`config.mk`:
```
export PLATFORM = sky130hd
export DESIGN_NAME = spi_slave_top
export DESIGN_NICKNAME = d
export VERILOG_FILES = /design/src/common/spi_word_pkg.sv /design/src/common/spi_proto_pkg.sv /design/src/hdl/spi_pin_sync.sv /design/src/spi_frame/spi_frame_ctrl.sv /design/src/spi_frame/spi_rx_shift.sv /design/src/hdl/spi_slave_top.sv
export VERILOG_INCLUDE_DIRS = /design/src /design/src/common
export SDC_FILE = /design/constraint.sdc
export NUM_CORES = 1
export LEC_CHECK = 0
export BUFFER_PORTS_ARGS = -buffer_cell sky130_fd_sc_hd__buf_2
export CAP_MARGIN = 20
export CORE_MARGIN = 8
export CORE_UTILIZATION = 45
export CTS_CLUSTER_SIZE = 16
export DETAILED_ROUTE_END_ITERATION = 8
export GPL_TIMING_DRIVEN = 0
export PLACE_DENSITY_LB_ADDON = 0.25
export SYNTH_ARGS = -nofsm -noshare
export SYNTH_HDL_FRONTEND = slang
export SYNTH_SLANG_ARGS = --single-unit
```
`constraint.sdc`:
```
create_clock -name clock -period 13.7 [get_ports clock]
set_clock_uncertainty 0.05 [all_clocks]
set_input_delay 2.055 -clock clock [delete_from_list [all_inputs] [get_ports clock]]
set_output_delay 2.055 -clock clock [all_outputs]
set_load 0.05 [all_outputs]
```
`src/common/spi_slave_cfg.svh`:
```
`ifndef SPI_SLAVE_CFG_SVH
`define SPI_SLAVE_CFG_SVH

// field widths in bits
`define SPI_CTRL_W 8    // command byte
`define SPI_ADDR_W 8    // register address
`define SPI_DATA_W 24   // one burst word
`define SPI_LEN_W  32   // burst word count

// command codes seen in the first byte of a frame
`define SPI_CMD_WRITE 8'h3a
`define SPI_CMD_READ  8'h3b

// flops per pin before edge detection
`define SPI_SYNC_STAGES 2

`endif

```
`src/common/spi_word_pkg.sv`:
```
`include "spi_slave_cfg.svh"

package spi_word_pkg;

  // bit index must reach the msb of the widest field
  // data is the widest one
  localparam int SPI_IDX_W = $clog2(`SPI_DATA_W);

  typedef logic [`SPI_CTRL_W-1:0] ctrl_t;  // command byte
  typedef logic [`SPI_ADDR_W-1:0] addr_t;  // register address
  typedef logic [`SPI_DATA_W-1:0] data_t;  // one data word
  typedef logic [`SPI_LEN_W-1:0]  len_t;   // words per burst

  // counts down from field msb to 0
  typedef logic [SPI_IDX_W-1:0] bit_idx_t;

endpackage

```
`src/common/spi_proto_pkg.sv`:
```
package spi_proto_pkg;

  // frame sequencing
  // wait_ready is left once the memory side reports calibration done
  typedef enum logic [2:0] {
    st_wait_ready = 3'd0,  // memory not ready yet
    st_cmd        = 3'd1,  // receiving command byte
    st_addr       = 3'd2,  // receiving address byte
    st_write      = 3'd3,  // data words from master
    st_read       = 3'd4,  // data words to master
    st_stop       = 3'd5   // one cycle, frame complete
  } frame_state_e;

  // result of decoding the command byte
  typedef enum logic [1:0] {
    cmd_write = 2'd0,
    cmd_read  = 2'd1,
    cmd_bad   = 2'd2   // anything else aborts to command reception
  } cmd_kind_e;

endpackage

```
`src/hdl/spi_pin_sync.sv`:
```
`timescale 1ns/100ps
`include "spi_slave_cfg.svh"

module spi_pin_sync (
  input  logic clock,
  input  logic reset,
  input  logic sclk,       // async pins from the master
  input  logic cs_n,
  input  logic mosi,
  output logic cs_active,  // synced chip select, high when selected
  output logic sample,     // one cycle per rising sclk
  output logic mosi_bit    // data bit aligned with sample
);

  // pin vector order is sclk, cs_n, mosi
  localparam logic [2:0] PIN_IDLE = 3'b010;  // deselected with sclk low

  logic [`SPI_SYNC_STAGES-1:0][2:0] pin_q;  // synchronizer chain for all three pins
  logic [2:0] pin_s;                        // last synchronizer stage
  logic       sclk_dly;                     // extra sclk stage for edge detect

  assign pin_s = pin_q[`SPI_SYNC_STAGES-1];

  always_ff @(posedge clock or posedge reset) begin
    if (reset) begin
      pin_q     <= {`SPI_SYNC_STAGES{PIN_IDLE}};
      sclk_dly  <= 1'b0;
      cs_active <= 1'b0;  // cs_n starts inactive
      sample    <= 1'b0;
      mosi_bit  <= 1'b0;
    end else begin
      pin_q    <= {pin_q[`SPI_SYNC_STAGES-2:0], {sclk, cs_n, mosi}};
      sclk_dly <= pin_s[2];
      // registered so every output lands 3 clocks after the pin edge
      sample    <= pin_s[2] & ~sclk_dly;  // mode 0 rising edge
      cs_active <= ~pin_s[1];
      mosi_bit  <= pin_s[0];              // stable around rising sclk in mode 0
    end
  end

  // master keeps sclk idle while deselected
  // a settled deselect must never see a sample strobe
  a_no_sample_deselected: assert property (
    @(posedge clock) disable iff (reset)
    !cs_active ##1 !cs_active |-> !sample
  ) else $error("sample strobe while chip select is inactive");

endmodule

```
`src/spi_frame/spi_frame_ctrl.sv`:
```
`timescale 1ns/100ps
`include "spi_slave_cfg.svh"

module spi_frame_ctrl (
  input  logic                        clock,
  input  logic                        reset,
  input  logic                        mem_ready,   // calibration pass from memory side
  input  logic                        cs_active,
  input  logic                        sample,
  input  spi_proto_pkg::cmd_kind_e    cmd_kind,    // decoded in the shifter
  input  spi_word_pkg::len_t          burst_len,
  input  spi_word_pkg::data_t         tx_data,
  output spi_proto_pkg::frame_state_e state,
  output spi_word_pkg::bit_idx_t      bit_idx,
  output logic                        field_done,
  output logic                        frame_end,
  output logic                        tx_en,
  output logic                        miso
);

  import spi_proto_pkg::*;
  import spi_word_pkg::*;

  // reload values for msb first on the wire
  localparam bit_idx_t CTRL_MSB = bit_idx_t'(`SPI_CTRL_W - 1);
  localparam bit_idx_t ADDR_MSB = bit_idx_t'(`SPI_ADDR_W - 1);
  localparam bit_idx_t DATA_MSB = bit_idx_t'(`SPI_DATA_W - 1);

  len_t word_cnt;   // words already finished in this burst
  logic in_field;   // a state that consumes sclk bits
  logic last_word;

  assign in_field = (state == st_cmd) || (state == st_addr) ||
                    (state == st_write) || (state == st_read);

  // sample of bit 0 closes the current field or word
  assign field_done = sample && cs_active && in_field && (bit_idx == '0);

  assign last_word = (word_cnt == burst_len - 1'b1);
  assign frame_end = (state == st_stop);

  always_ff @(posedge clock or posedge reset) begin
    if (reset) begin
      state    <= st_wait_ready;
      bit_idx  <= CTRL_MSB;
      word_cnt <= '0;
    end else if (state == st_wait_ready) begin
      // join only between frames so no half command is taken
      if (mem_ready && !cs_active) begin
        state <= st_cmd;
      end
    end else if (!cs_active) begin
      // deselect aborts whatever is in flight
      state    <= st_cmd;
      bit_idx  <= CTRL_MSB;
      word_cnt <= '0;
    end else if (field_done) begin
      case (state)
        st_cmd: begin
          state   <= st_addr;
          bit_idx <= ADDR_MSB;
        end
        st_addr: begin
          bit_idx <= DATA_MSB;
          case (cmd_kind)
            cmd_write: state <= st_write;
            cmd_read:  state <= st_read;
            default: begin
              state   <= st_cmd;   // unknown command
              bit_idx <= CTRL_MSB;
            end
          endcase
        end
        default: begin
          // write or read word finished
          bit_idx <= DATA_MSB;
          if (last_word) begin
            state    <= st_stop;
            word_cnt <= '0;
          end else begin
            word_cnt <= word_cnt + 1'b1;
          end
        end
      endcase
    end else if (sample && in_field) begin
      bit_idx <= bit_idx - 1'b1;  // next bit down
    end else if (state == st_stop) begin
      state   <= st_cmd;          // ready for the next frame
      bit_idx <= CTRL_MSB;
    end
  end

  // first fetch at end of address and one more per word except the last
  assign tx_en = field_done &&
                 (((state == st_addr) && (cmd_kind == cmd_read)) ||
                  ((state == st_read) && !last_word));

  // host holds tx_data for the whole word
  // bit_idx moves on each rising edge so the next bit is out before falling sclk
  assign miso = (state == st_read) ? tx_data[bit_idx] : 1'b0;

  // a burst needs at least one word
  a_burst_nonzero: assert property (
    @(posedge clock) disable iff (reset)
    field_done && (state == st_addr) && (cmd_kind != cmd_bad) |-> burst_len != '0
  ) else $error("burst_len is zero at start of data phase");

  // fetch only under a read command so never during a write burst
  a_tx_en_read_only: assert property (
    @(posedge clock) disable iff (reset)
    tx_en |-> (cmd_kind == cmd_read)
  ) else $error("tx_en outside a read burst");

endmodule

```
`src/spi_frame/spi_rx_shift.sv`:
```
`timescale 1ns/100ps
`include "spi_slave_cfg.svh"

module spi_rx_shift (
  input  logic                        clock,
  input  logic                        reset,
  input  logic                        cs_active,
  input  logic                        sample,
  input  logic                        mosi_bit,
  input  spi_proto_pkg::frame_state_e state,
  input  spi_word_pkg::bit_idx_t      bit_idx,
  input  logic                        field_done,
  input  logic                        frame_end,
  output spi_proto_pkg::cmd_kind_e    cmd_kind,
  output spi_word_pkg::ctrl_t         ctrl,      // last completed command
  output spi_word_pkg::addr_t         address,   // last completed address
  output spi_word_pkg::data_t         rx_data,
  output logic                        rx_en,
  output logic                        spi_done
);

  import spi_proto_pkg::*;
  import spi_word_pkg::*;

  // index bits needed for the byte fields
  localparam int CTRL_IW = $clog2(`SPI_CTRL_W);
  localparam int ADDR_IW = $clog2(`SPI_ADDR_W);

  ctrl_t cmd_q;    // command being received
  addr_t addr_q;   // address being received
  data_t data_q;   // data word being received
  logic  word_done;

  always_ff @(posedge clock or posedge reset) begin
    if (reset) begin
      cmd_q  <= '0;
      addr_q <= '0;
      data_q <= '0;
    end else if (!cs_active) begin
      cmd_q  <= '0;  // start each frame from a clean slate
      addr_q <= '0;
      data_q <= '0;
    end else if (sample) begin
      case (state)
        st_cmd:   cmd_q[bit_idx[CTRL_IW-1:0]]  <= mosi_bit;
        st_addr:  addr_q[bit_idx[ADDR_IW-1:0]] <= mosi_bit;
        st_write: data_q[bit_idx]              <= mosi_bit;
        default:  ;  // read and idle states take nothing from mosi
      endcase
    end
  end

  // only place the command byte is interpreted
  always_comb begin
    case (cmd_q)
      `SPI_CMD_WRITE: cmd_kind = cmd_write;
      `SPI_CMD_READ:  cmd_kind = cmd_read;
      default:        cmd_kind = cmd_bad;
    endcase
  end

  assign word_done = field_done && (state == st_write);

  always_ff @(posedge clock or posedge reset) begin
    if (reset) begin
      rx_data  <= '0;
      rx_en    <= 1'b0;
      ctrl     <= '0;
      address  <= '0;
      spi_done <= 1'b0;
    end else begin
      rx_en    <= word_done;
      spi_done <= frame_end;
      if (word_done) begin
        // bit 0 arrives in this cycle and is not in data_q yet
        rx_data <= {data_q[`SPI_DATA_W-1:1], mosi_bit};
      end
      if (frame_end) begin
        ctrl    <= cmd_q;   // updates together with spi_done
        address <= addr_q;
      end
    end
  end

  // words are at least one sclk period apart
  a_rx_en_single: assert property (
    @(posedge clock) disable iff (reset)
    rx_en |=> !rx_en
  ) else $error("rx_en high on two consecutive cycles");

endmodule

```
`src/hdl/spi_slave_top.sv`:
```
`timescale 1ns/100ps

module spi_slave_top (
  input  logic                clock,
  input  logic                reset,
  // memory host side
  input  logic                mem_ready,  // calibration pass
  input  spi_word_pkg::len_t  burst_len,
  input  spi_word_pkg::data_t tx_data,    // word for the current read fetch
  output spi_word_pkg::ctrl_t ctrl,
  output spi_word_pkg::addr_t address,
  output logic                tx_en,      // request next read word
  output logic                rx_en,      // rx_data valid this cycle
  output spi_word_pkg::data_t rx_data,
  output logic                spi_done,
  // spi pins, mode 0
  input  logic                sclk,
  input  logic                cs_n,
  input  logic                mosi,
  output logic                miso
);

  import spi_proto_pkg::*;
  import spi_word_pkg::*;

  // synchronizer to frame logic
  logic cs_active;
  logic sample;
  logic mosi_bit;

  // frame control to shifter and back
  frame_state_e state;
  bit_idx_t     bit_idx;
  cmd_kind_e    cmd_kind;
  logic         field_done;
  logic         frame_end;

  spi_pin_sync u_pin_sync (
    .clock     (clock),
    .reset     (reset),
    .sclk      (sclk),
    .cs_n      (cs_n),
    .mosi      (mosi),
    .cs_active (cs_active),
    .sample    (sample),
    .mosi_bit  (mosi_bit)
  );

  spi_frame_ctrl u_frame_ctrl (
    .clock      (clock),
    .reset      (reset),
    .mem_ready  (mem_ready),
    .cs_active  (cs_active),
    .sample     (sample),
    .cmd_kind   (cmd_kind),
    .burst_len  (burst_len),
    .tx_data    (tx_data),
    .state      (state),
    .bit_idx    (bit_idx),
    .field_done (field_done),
    .frame_end  (frame_end),
    .tx_en      (tx_en),
    .miso       (miso)
  );

  spi_rx_shift u_rx_shift (
    .clock      (clock),
    .reset      (reset),
    .cs_active  (cs_active),
    .sample     (sample),
    .mosi_bit   (mosi_bit),
    .state      (state),
    .bit_idx    (bit_idx),
    .field_done (field_done),
    .frame_end  (frame_end),
    .cmd_kind   (cmd_kind),
    .ctrl       (ctrl),
    .address    (address),
    .rx_data    (rx_data),
    .rx_en      (rx_en),
    .spi_done   (spi_done)
  );

endmodule

```
Yosys cells after proc, flatten, opt, wreduce, memory -nomap -nowiden
Index checks and enable logic that the tools add are counted.
Storage, ports and cells
  output and inout bits: 44
  bits of input ports: 62
  logic and storage cells: 115
  bits in registers: 132
Cells by class
  $add $sub $neg: 3
  bitwise logic cells: 4
  muxes and demuxes: 39
  eq/ne operators: 20
  $lt $le $gt $ge: 4
  reductions and logical operators: 28
Operators by type and width (number)
  2-to-1 mux 32 bit: 4
  2-to-1 mux 24 bit: 3
  2-to-1 mux 8 bit: 6
  adder 32 x 1 -> 32 bit, second input constant: 1
  == test 32 bit: 1
  subtractor 32 x 1 -> 32 bit, second input constant: 1
  2-to-1 mux 5 bit: 5
  bitwise mux 24 bit: 1
  2-to-1 mux 3 bit: 7
  bitwise mux 8 bit: 2
  == test 8 x 6 -> 1 bit, second input constant: 2
  case mux 3 bit (2 select lines): 2
  logical AND 1 bit: 11
  case mux 5 bit (2 select lines): 1
  != test 2 x 1 -> 1 bit, second input constant: 4
  != test 4 x 1 -> 1 bit, second input constant: 2
  AND reduction 2 bit: 4
  == test 3 x 2 -> 1 bit, second input constant: 2
  == test 3 bit, second input constant: 2
  < comparator 5 x 6 -> 1 bit, second input constant: 1
  != test 2 bit, second input constant: 3
  != test 6 bit, second input constant: 1
  binary-select mux 1 bit (select 5 bit): 1
  demux 1 bit (select 5 bit): 1
  20 further kinds: 30

Depth between registers and ports, before layout
Gate-level depths: netlist of run 1.
  depth after elaboration: 9
  gate-level depth with buffers: 14
  depth with buffers taken out: 11

Cells and area by module
Synthesis of run 1 repeated with hierarchy kept, for this count alone.
Unflattened totals
  cells, all modules: 771
  area, all modules: 7529.7 um^2
By module, submodules not included
  spi_frame_ctrl: cells each 477, sequential area each 1004.7 um^2, area an instance 3698.5 um^2, instances 1
  spi_rx_shift: cells each 281, sequential area each 2026.9 um^2, area an instance 3557.2 um^2, instances 1
  spi_pin_sync: cells each 13, sequential area each 252.7 um^2, area an instance 274.0 um^2, instances 1

Least setup slack after synthesis of run 1
Ideal clock, no wire load.
  path kind: input port to output port
  start point: input port burst_len[10]
  end point: output port tx_en
  buffers on the path: 1
  stages: 10
  setup slack: 6.118 ns
  arrival time: 5.477 ns
  data required time: 11.595 ns
  cells stage by stage: or4_4 or4_1 buf_2 or2_2 a311o_1 a31oi_1 o21ba_2 or4b_4 a31oi_1 nor3_1
On the way
  word-level cells in the longest chain between the ends: 6
Ends and longest elaborated chain
  start: declaration: RTL line spi_slave_top.sv:8  | input spi_word_pkg::len_t burst_len,
  subtractor 32 x 1 -> 32 bit: RTL line spi_frame_ctrl.sv:39  | assign last_word = (word_cnt == burst_len - 1'b1);
  == test 32 bit: RTL line spi_frame_ctrl.sv:39
  zero test 1 bit: RTL line spi_frame_ctrl.sv:96  | ((state == st_read) && !last_word));
  logical AND 1 bit: RTL line spi_frame_ctrl.sv:96
  logical OR 1 bit: RTL line spi_frame_ctrl.sv:95  | (((state == st_addr) && (cmd_kind == cmd_read)) ||
  logical AND 1 bit: RTL line spi_frame_ctrl.sv:94  | assign tx_en = field_done &&
  end: declaration: RTL line spi_slave_top.sv:12  | output logic tx_en,
No other way between the ends.

Worst setup path after layout of run 1
  start point: input port burst_len[0]
  end point: output port tx_en
The elaborated chain is that of the path after synthesis.

==> results of run 1 <==
[layout make-up]
| type | instances | area, µm² |
|---|---|---|
| flip-flops and latches | 131 | 3280 |
| multi-input cells | 647 | 3910 |
| fillers | 1509 | 7490 |
| clock buffers | 20 | 467 |
| well taps | 220 | 275 |
| plain buffers | 45 | 184 |
| clock inverters | 12 | 144 |
| repair buffers | 107 | 558 |
| inverters | 24 | 95.1 |
[flip-flops by register name, indices dropped and copies added (netlist names)]
register,flops
u_pin_sync.mosi_bit,1
u_pin_sync.cs_active,1
u_pin_sync.sclk_dly,1
u_rx_shift.rx_data,24
u_rx_shift.spi_done,1
u_rx_shift.address,8
u_pin_sync.pin_s,3
u_rx_shift.cmd_q,8
u_frame_ctrl.bit_idx,5
u_pin_sync.sample,1
u_rx_shift.ctrl,8
u_rx_shift.rx_en,1
u_pin_sync.pin_q,3
u_rx_shift.addr_q,8
u_frame_ctrl.state,3
u_rx_shift.data_q,23
u_frame_ctrl.word_cnt,32
[per-stage QoR]
step	instance area [µm²]	hold WS (ns)	power (µW)	instances	utilization, %
after global placement	8270	0.283	484	1172	50.4
after global routing	8910	0.309	980	1206	54.3
after floorplan	7460	0.281	454	847	-
after detailed placement	8300	0.287	486	1173	50.6
after CTS	8910	0.300	950	1205	54.3
final	8910	0.298	942	1206	54.3
[worst paths after layout]
| kind | cells past startpoint | end | slack [ns] | from |
|---|---|---|---|---|
| worst max-delay path | 13 | tx_en | 5.59 | burst_len[0] |
| worst min-delay path | 0 | u_pin_sync.pin_s[2]$_DFF_PP0_ | 0.30 | u_pin_sync.pin_q[2]$_DFF_PP0_ |
| worst max register to register | 10 | u_frame_ctrl.word_cnt[31]$_DFFE_PP0P_ | 10.32 | u_frame_ctrl.word_cnt[16]$_DFFE_PP0P_ |
| worst min register to register | 0 | u_pin_sync.pin_s[2]$_DFF_PP0_ | 0.30 | u_pin_sync.pin_q[2]$_DFF_PP0_ |
| max in group asynchronous | 3 | u_pin_sync.pin_s[1]$_DFF_PP1_ | 11.22 | reset |
| min in group asynchronous | 2 | u_frame_ctrl.word_cnt[3]$_DFFE_PP0P_ | 1.63 | reset |
[power by group through the flow]
| stage | registers (µW) | clock network, µW | logic, µW |
|---|---|---|---|
| floorplan | 402 | 0 | 52.0 |
| global placement | 403 | 0 | 81.2 |
| detailed placement | 403 | 0 | 83.5 |
| CTS | 396 | 471 | 83.8 |
| global route | 396 | 489 | 94.4 |
| finish | 396 | 463 | 82.9 |
[kinds of logic (layout without fill, tap and decap cells)]
group                    Yosys count  count (layout)  synth area share (%)
buffers and inverters             69             208                  3.67
AND/OR/NAND/NOR                  398             398                  26.6
flip-flops                       131             131                  44.0
multiplexers                      41              41                  6.17
XOR/XNOR                          46              46                  5.40
adder cells (fa/ha/maj)            7               7                  1.17
AO/OA/AOI/OAI                    155             155                  13.0
[per-layer routing]
layer	vias up	GRT usage, %	share of wire (%)
li1	3274	-	-
met1	3227	26.2	46
met2	175	30.0	46
met3	24	3.58	5.8
met4	0	7.06	1.5
met5	-	0	0
[cells in the final DEF, fill, tap and decap left out, types with 8 or more instances in the layout]
| master | count |
|---|---|
| dfrtp_1 | 126 |
| buf_2 | 111 |
| clkbuf_1 | 37 |
| xnor2_1 | 28 |
| inv_1 | 22 |
| nor2_1 | 41 |
| o21ai_0 | 24 |
| and3_1 | 8 |
| a21oi_1 | 61 |
| nand3_1 | 80 |
| nand2_1 | 138 |
| and2_1 | 8 |
| mux2_2 | 40 |
| or4_1 | 15 |
| nor3_1 | 38 |
| xor2_1 | 18 |
| nand3b_1 | 10 |
| nor4_1 | 12 |
| nand2b_1 | 9 |
| a22o_1 | 8 |
| clkbuf_16 | 17 |
==> results.cfg, run 1 <==
[clocking]
cts_buffer_depth = 2
post_cts_buffers = 0
htreeDepth = 4
path_clk_slew_ns = 0.06
cts-root-buf = clkbuf_16
cts_tree = built
cts_hold_buf = 0
clock_sinks = 131
clkLatencyLatePin_ns = 0.42
ctsResizeCount = 0
numCtsBuffers = 17

[floorplan]
initial_utilization_pct = 45.5
num_rows = 47
die_height_um = 145
dieArea_um2 = 21000
core_um2 = 16400
die_w_um = 145
ios = 106

[timing]
setup_ws_ns = 5.59
slew_headroom_pct = 30.4
finalHoldViolCount = 0
setup_tns_ns = 0
layout_min_cycle_time_ns = 8.11
finalSetupViolCount = 0
slew_viol_final = 0
rsz0062_at_grt = no
worst_pin_slew_ns = 1.03
period_share_pct = 59.2
max_freq_ghz = 0.123

[power]
p_int_uw = 707
power_frac_seq_pct = 42.0
combPwrFrac_pct = 8.8
p_leak_uw = 0.00395
pwr-share-clk_pct = 49.2
switchingPower_uw = 235
ir_worst_vdd_v = 0.0000787
switching_share_pct = 24.9
power.density_nw_per_um2 = 106

[routing]
ant_nets = 0
via_per_inst = 5.56
vias = 6700
firstDrtPassIters = 5
routedWlPerCell_um = 15.9
drtIter0Drc = 465
drt_wl_total_um = 19200
drc_errors = 0

[synth]
ys_types = 64
synth_top_area_share_pct = 42.2
syn_area_um2 = 7460
yosysMostFrequentCell = nand2_1
yosysWarnings = 0
synth_cells = 847
yosys-top-cells-count = 138 x nand2_1, 126 x dfrtp_1, 80 x nand3_1
syn_area_per_cell_um2 = 8.81
syn_nets = 916
synth_area_leaders = dfrtp_1 42%, nand2_1 6.9%, mux2_2 6.0%
synthArstFlopShare_pct = 100
synth_seq_cells = 131
synth_edf_count = 0
synth_top_cell_by_area = dfrtp_1
synth_top_flop_cell = dfrtp_1
yosysSeqAreaShare_pct = 44.0

[min_path]
holdCritPathClass = reg -> reg

[setup_path]
cp_data_arrival_time_ns = 6.01
worst_path_largest_cell_delay_ns = 0.86
end_kind = output port
worst_path_max_delay_cell = nor4_1
startpoint_type = input port
cp_cell_sequence = buf_2, inv_1, ha_1, or4b_1, nor4_1, nand2_1, xnor2_1, or3_1, or4_1, or4b_4, a31oi_1, nor3_1, buf_2
worstPathMaxFanout = 5
path_delay_family = simple AND/OR/NAND/NOR gates
critPathKind = in -> out
cp_num_buf_inv = 3
worst_path_most_repeated_cell = buf_2
critPathRequiredTime_ns = 11.60

[finish]
antenna_cells = 0
areaGrowthSynthToFinish_pct = 19.4
drive_gt1_share_pct = 20.8
fin_nets = 1042

[global_routing]
antenna_found_initial = 0
grt_overflow = 0
grt_pass1_vias = 6507
grt_pass1_wl_um = 32400
track_usage_pct = 19.3
grt_max_degree = 80

[placement]
place_ws_ns = 5.60
place.gp.congestion = 0.888
post-dp-hpwl_um = 13900
portBuffers = 105

[job]
max_cap_violations = 0

[outcome]
outcome = finished clean
(Power assumes the default switching activity.)
==> run 2, diff against run 1 <==
- ABC_AREA: not set -> 1
- clock period: 13.7 -> 6.8 ns (I/O delays scaled with it)
==> results.cfg, run 2 <==
[timing]
slew_headroom_pct = 40.8
finalSetupViolCount = 0
finalHoldViolCount = 0
setup_tns_ns = 0
layout_min_cycle_time_ns = 4.36
worst_pin_slew_ns = 0.881
slew_viol_final = 0
max_freq_ghz = 0.230
rsz0062_at_grt = no
period_share_pct = 64.1

[power]
p_leak_uw = 0.00436
ir_worst_vdd_v = 0.000154
power.density_nw_per_um2 = 207

[synth]
ys_types = 41
synth_top_cell_by_area = dfrtp_1
yosysSeqAreaShare_pct = 42.8
synth_area_leaders = dfrtp_1 41%, nand2_1 14%, inv_1 6.1%
synth_edf_count = 0
synth_top_flop_cell = dfrtp_1
synth_seq_cells = 131
syn_nets = 1092
syn_area_per_cell_um2 = 7.50
synth_cells = 1023
yosysMostFrequentCell = nand2_1
synth_top_area_share_pct = 41.1
yosys-top-cells-count = 287 x nand2_1, 126 x dfrtp_1, 124 x inv_1
yosysWarnings = 0
syn_area_um2 = 7670
synthArstFlopShare_pct = 100

[setup_path]
critPathRequiredTime_ns = 5.73
end_kind = output port
startpoint_type = input port
worst_path_max_delay_cell = nand3_2
worst_path_largest_cell_delay_ns = 0.25
cp_cell_sequence = buf_2, inv_1, ha_1, nand2_1, nor2_1, nand3_1, nor2_1, nand2_1, nand2_1, nand2_1, inv_1, nand2_1, nor2_1, nand3_2, a21oi_1, nor2_1, buf_2
path_delay_family = simple AND/OR/NAND/NOR gates
worstPathMaxFanout = 4
cp_num_buf_inv = 4
critPathKind = in -> out
cp_data_arrival_time_ns = 3.29
worst_path_most_repeated_cell = nand2_1

[clocking]
cts-root-buf = clkbuf_16
path_clk_slew_ns = 0.06
cts_tree = built
clock_sinks = 131
clkLatencyLatePin_ns = 0.41
cts_buffer_depth = 2
post_cts_buffers = 0
ctsResizeCount = 0
htreeDepth = 4
cts_hold_buf = 0
numCtsBuffers = 17

[finish]
antenna_cells = 0
final_common_cell = nand2_1
top_register = u_frame_ctrl.word_cnt
largest_reg_flops = 32
areaGrowthSynthToFinish_pct = 18.2
reg_top3 = u_frame_ctrl.word_cnt (32), u_rx_shift.rx_data (24), u_rx_shift.data_q (23)
fin_nets = 1217
drive_gt1_share_pct = 15.8
mostFrequentLayoutCells = 287 x nand2_1, 126 x dfrtp_1, 123 x inv_1, 112 x buf_2, 100 x nor2_1
finalInstanceArea_um2 = 9070

[routing]
drc_errors = 0
vias = 7127
ant_nets = 0
routedWlPerCell_um = 14.6
drtIter0Drc = 468
via_per_inst = 5.16
drt_wl_total_um = 20200
firstDrtPassIters = 5

[global_routing]
track_usage_pct = 19.3
grt_overflow = 0
grt_pass1_vias = 7055
grt_max_degree = 77
grt_pass1_wl_um = 34000
antenna_found_initial = 0

[floorplan]
num_rows = 47
die_w_um = 147
dieArea_um2 = 21500
core_um2 = 16600
initial_utilization_pct = 46.1
ios = 106
die_height_um = 147

[outcome]
outcome = finished clean

[min_path]
holdCritPathClass = reg -> reg

[job]
max_cap_violations = 0

[placement]
place_area_um2 = 8510
post-dp-hpwl_um = 15500
portBuffers = 105
place.gp.congestion = 0.875
-- run 2: cell count changes after synthesis, sizes merged, moves of 22 or more --
cell | before | now
o21ai | 31 | 90
nand3 | 80 | 36
clkbuf | 37 | 15
a21oi | 61 | 12
mux2 | 40 | 0
xor2 | 18 | 47
nor2 | 41 | 115
inv | 23 | 129
nand2 | 138 | 292
-- run 2: logic make-up (layout without fill, tap and decap cells) --
| family | count (synthesis) | after routing | share of synthesized area, % |
|---|---|---|---|
| buffers and inverters | 157 | 295 | 8.14 |
| xor gates and xnor gates | 62 | 62 | 7.26 |
| adders and majority gates | 7 | 7 | 1.14 |
| DFF | 131 | 131 | 42.8 |
| and+or+nand+nor | 503 | 503 | 28.4 |
| AOI/OAI and AO/OA | 163 | 163 | 12.3 |
-- run 2: cell type report --
class | instances | area [µm²]
plain buffers | 26 | 133
clock inverters | 11 | 105
clock buffers | 21 | 460
repair buffers | 106 | 553
fillers | 1576 | 7570
multi-input cells | 735 | 3760
flip-flops and latches | 131 | 3280
inverters | 131 | 497
well taps | 220 | 275
-- run 2: stage by stage --
| stage | power (µW) | instances | setup WS, ns | hold slack (ns) | utilization, % |
|---|---|---|---|---|---|
| after floorplan | 954 | 1023 | 2.24 | 0.281 | - |
| after global placement | 1020 | 1348 | 0.715 | 0.281 | 50.9 |
| after detailed placement | 1030 | 1349 | 2.41 | 0.289 | 51.1 |
| after CTS | 1890 | 1381 | 2.40 | 0.302 | 54.5 |
| after global routing | 1960 | 1381 | 2.22 | 0.303 | 54.5 |
| final | 1880 | 1381 | 2.44 | 0.298 | 54.5 |
-- run 2: power by group --
group	switching (µW)	total [µW]	internal (µW)
Sequential	12.7	806	793
Combinational	146	210	64.6
Clock	339	862	523
Total	497	1880	1380
-- run 2: final timing paths --
path	start	end	slack, ns	cells after the start
hold / removal	u_pin_sync.pin_q[2]$_DFF_PP0_	u_pin_sync.pin_s[2]$_DFF_PP0_	0.30	0
max in group asynchronous	reset	u_frame_ctrl.bit_idx[2]$_DFFE_PP1P_	5.32	3
min in group asynchronous	reset	u_frame_ctrl.word_cnt[5]$_DFFE_PP0P_	0.60	2
setup / recovery	burst_len[0]	tx_en	2.44	17
hold reg to reg	u_pin_sync.pin_q[2]$_DFF_PP0_	u_pin_sync.pin_s[2]$_DFF_PP0_	0.30	0
setup reg to reg	u_frame_ctrl.bit_idx[3]$_DFFE_PP0P_	u_rx_shift.rx_data[0]$_DFFE_PP0P_	4.35	12
-- run 2: routing by layer --
layer  track usage, %  wire (µm)  up-vias
met4             6.29        414        0
met3             4.98       1030       27
li1                 -          -     3575
met2             33.0       9650      177
met1             23.1       9090     3348
met5                0          0        -
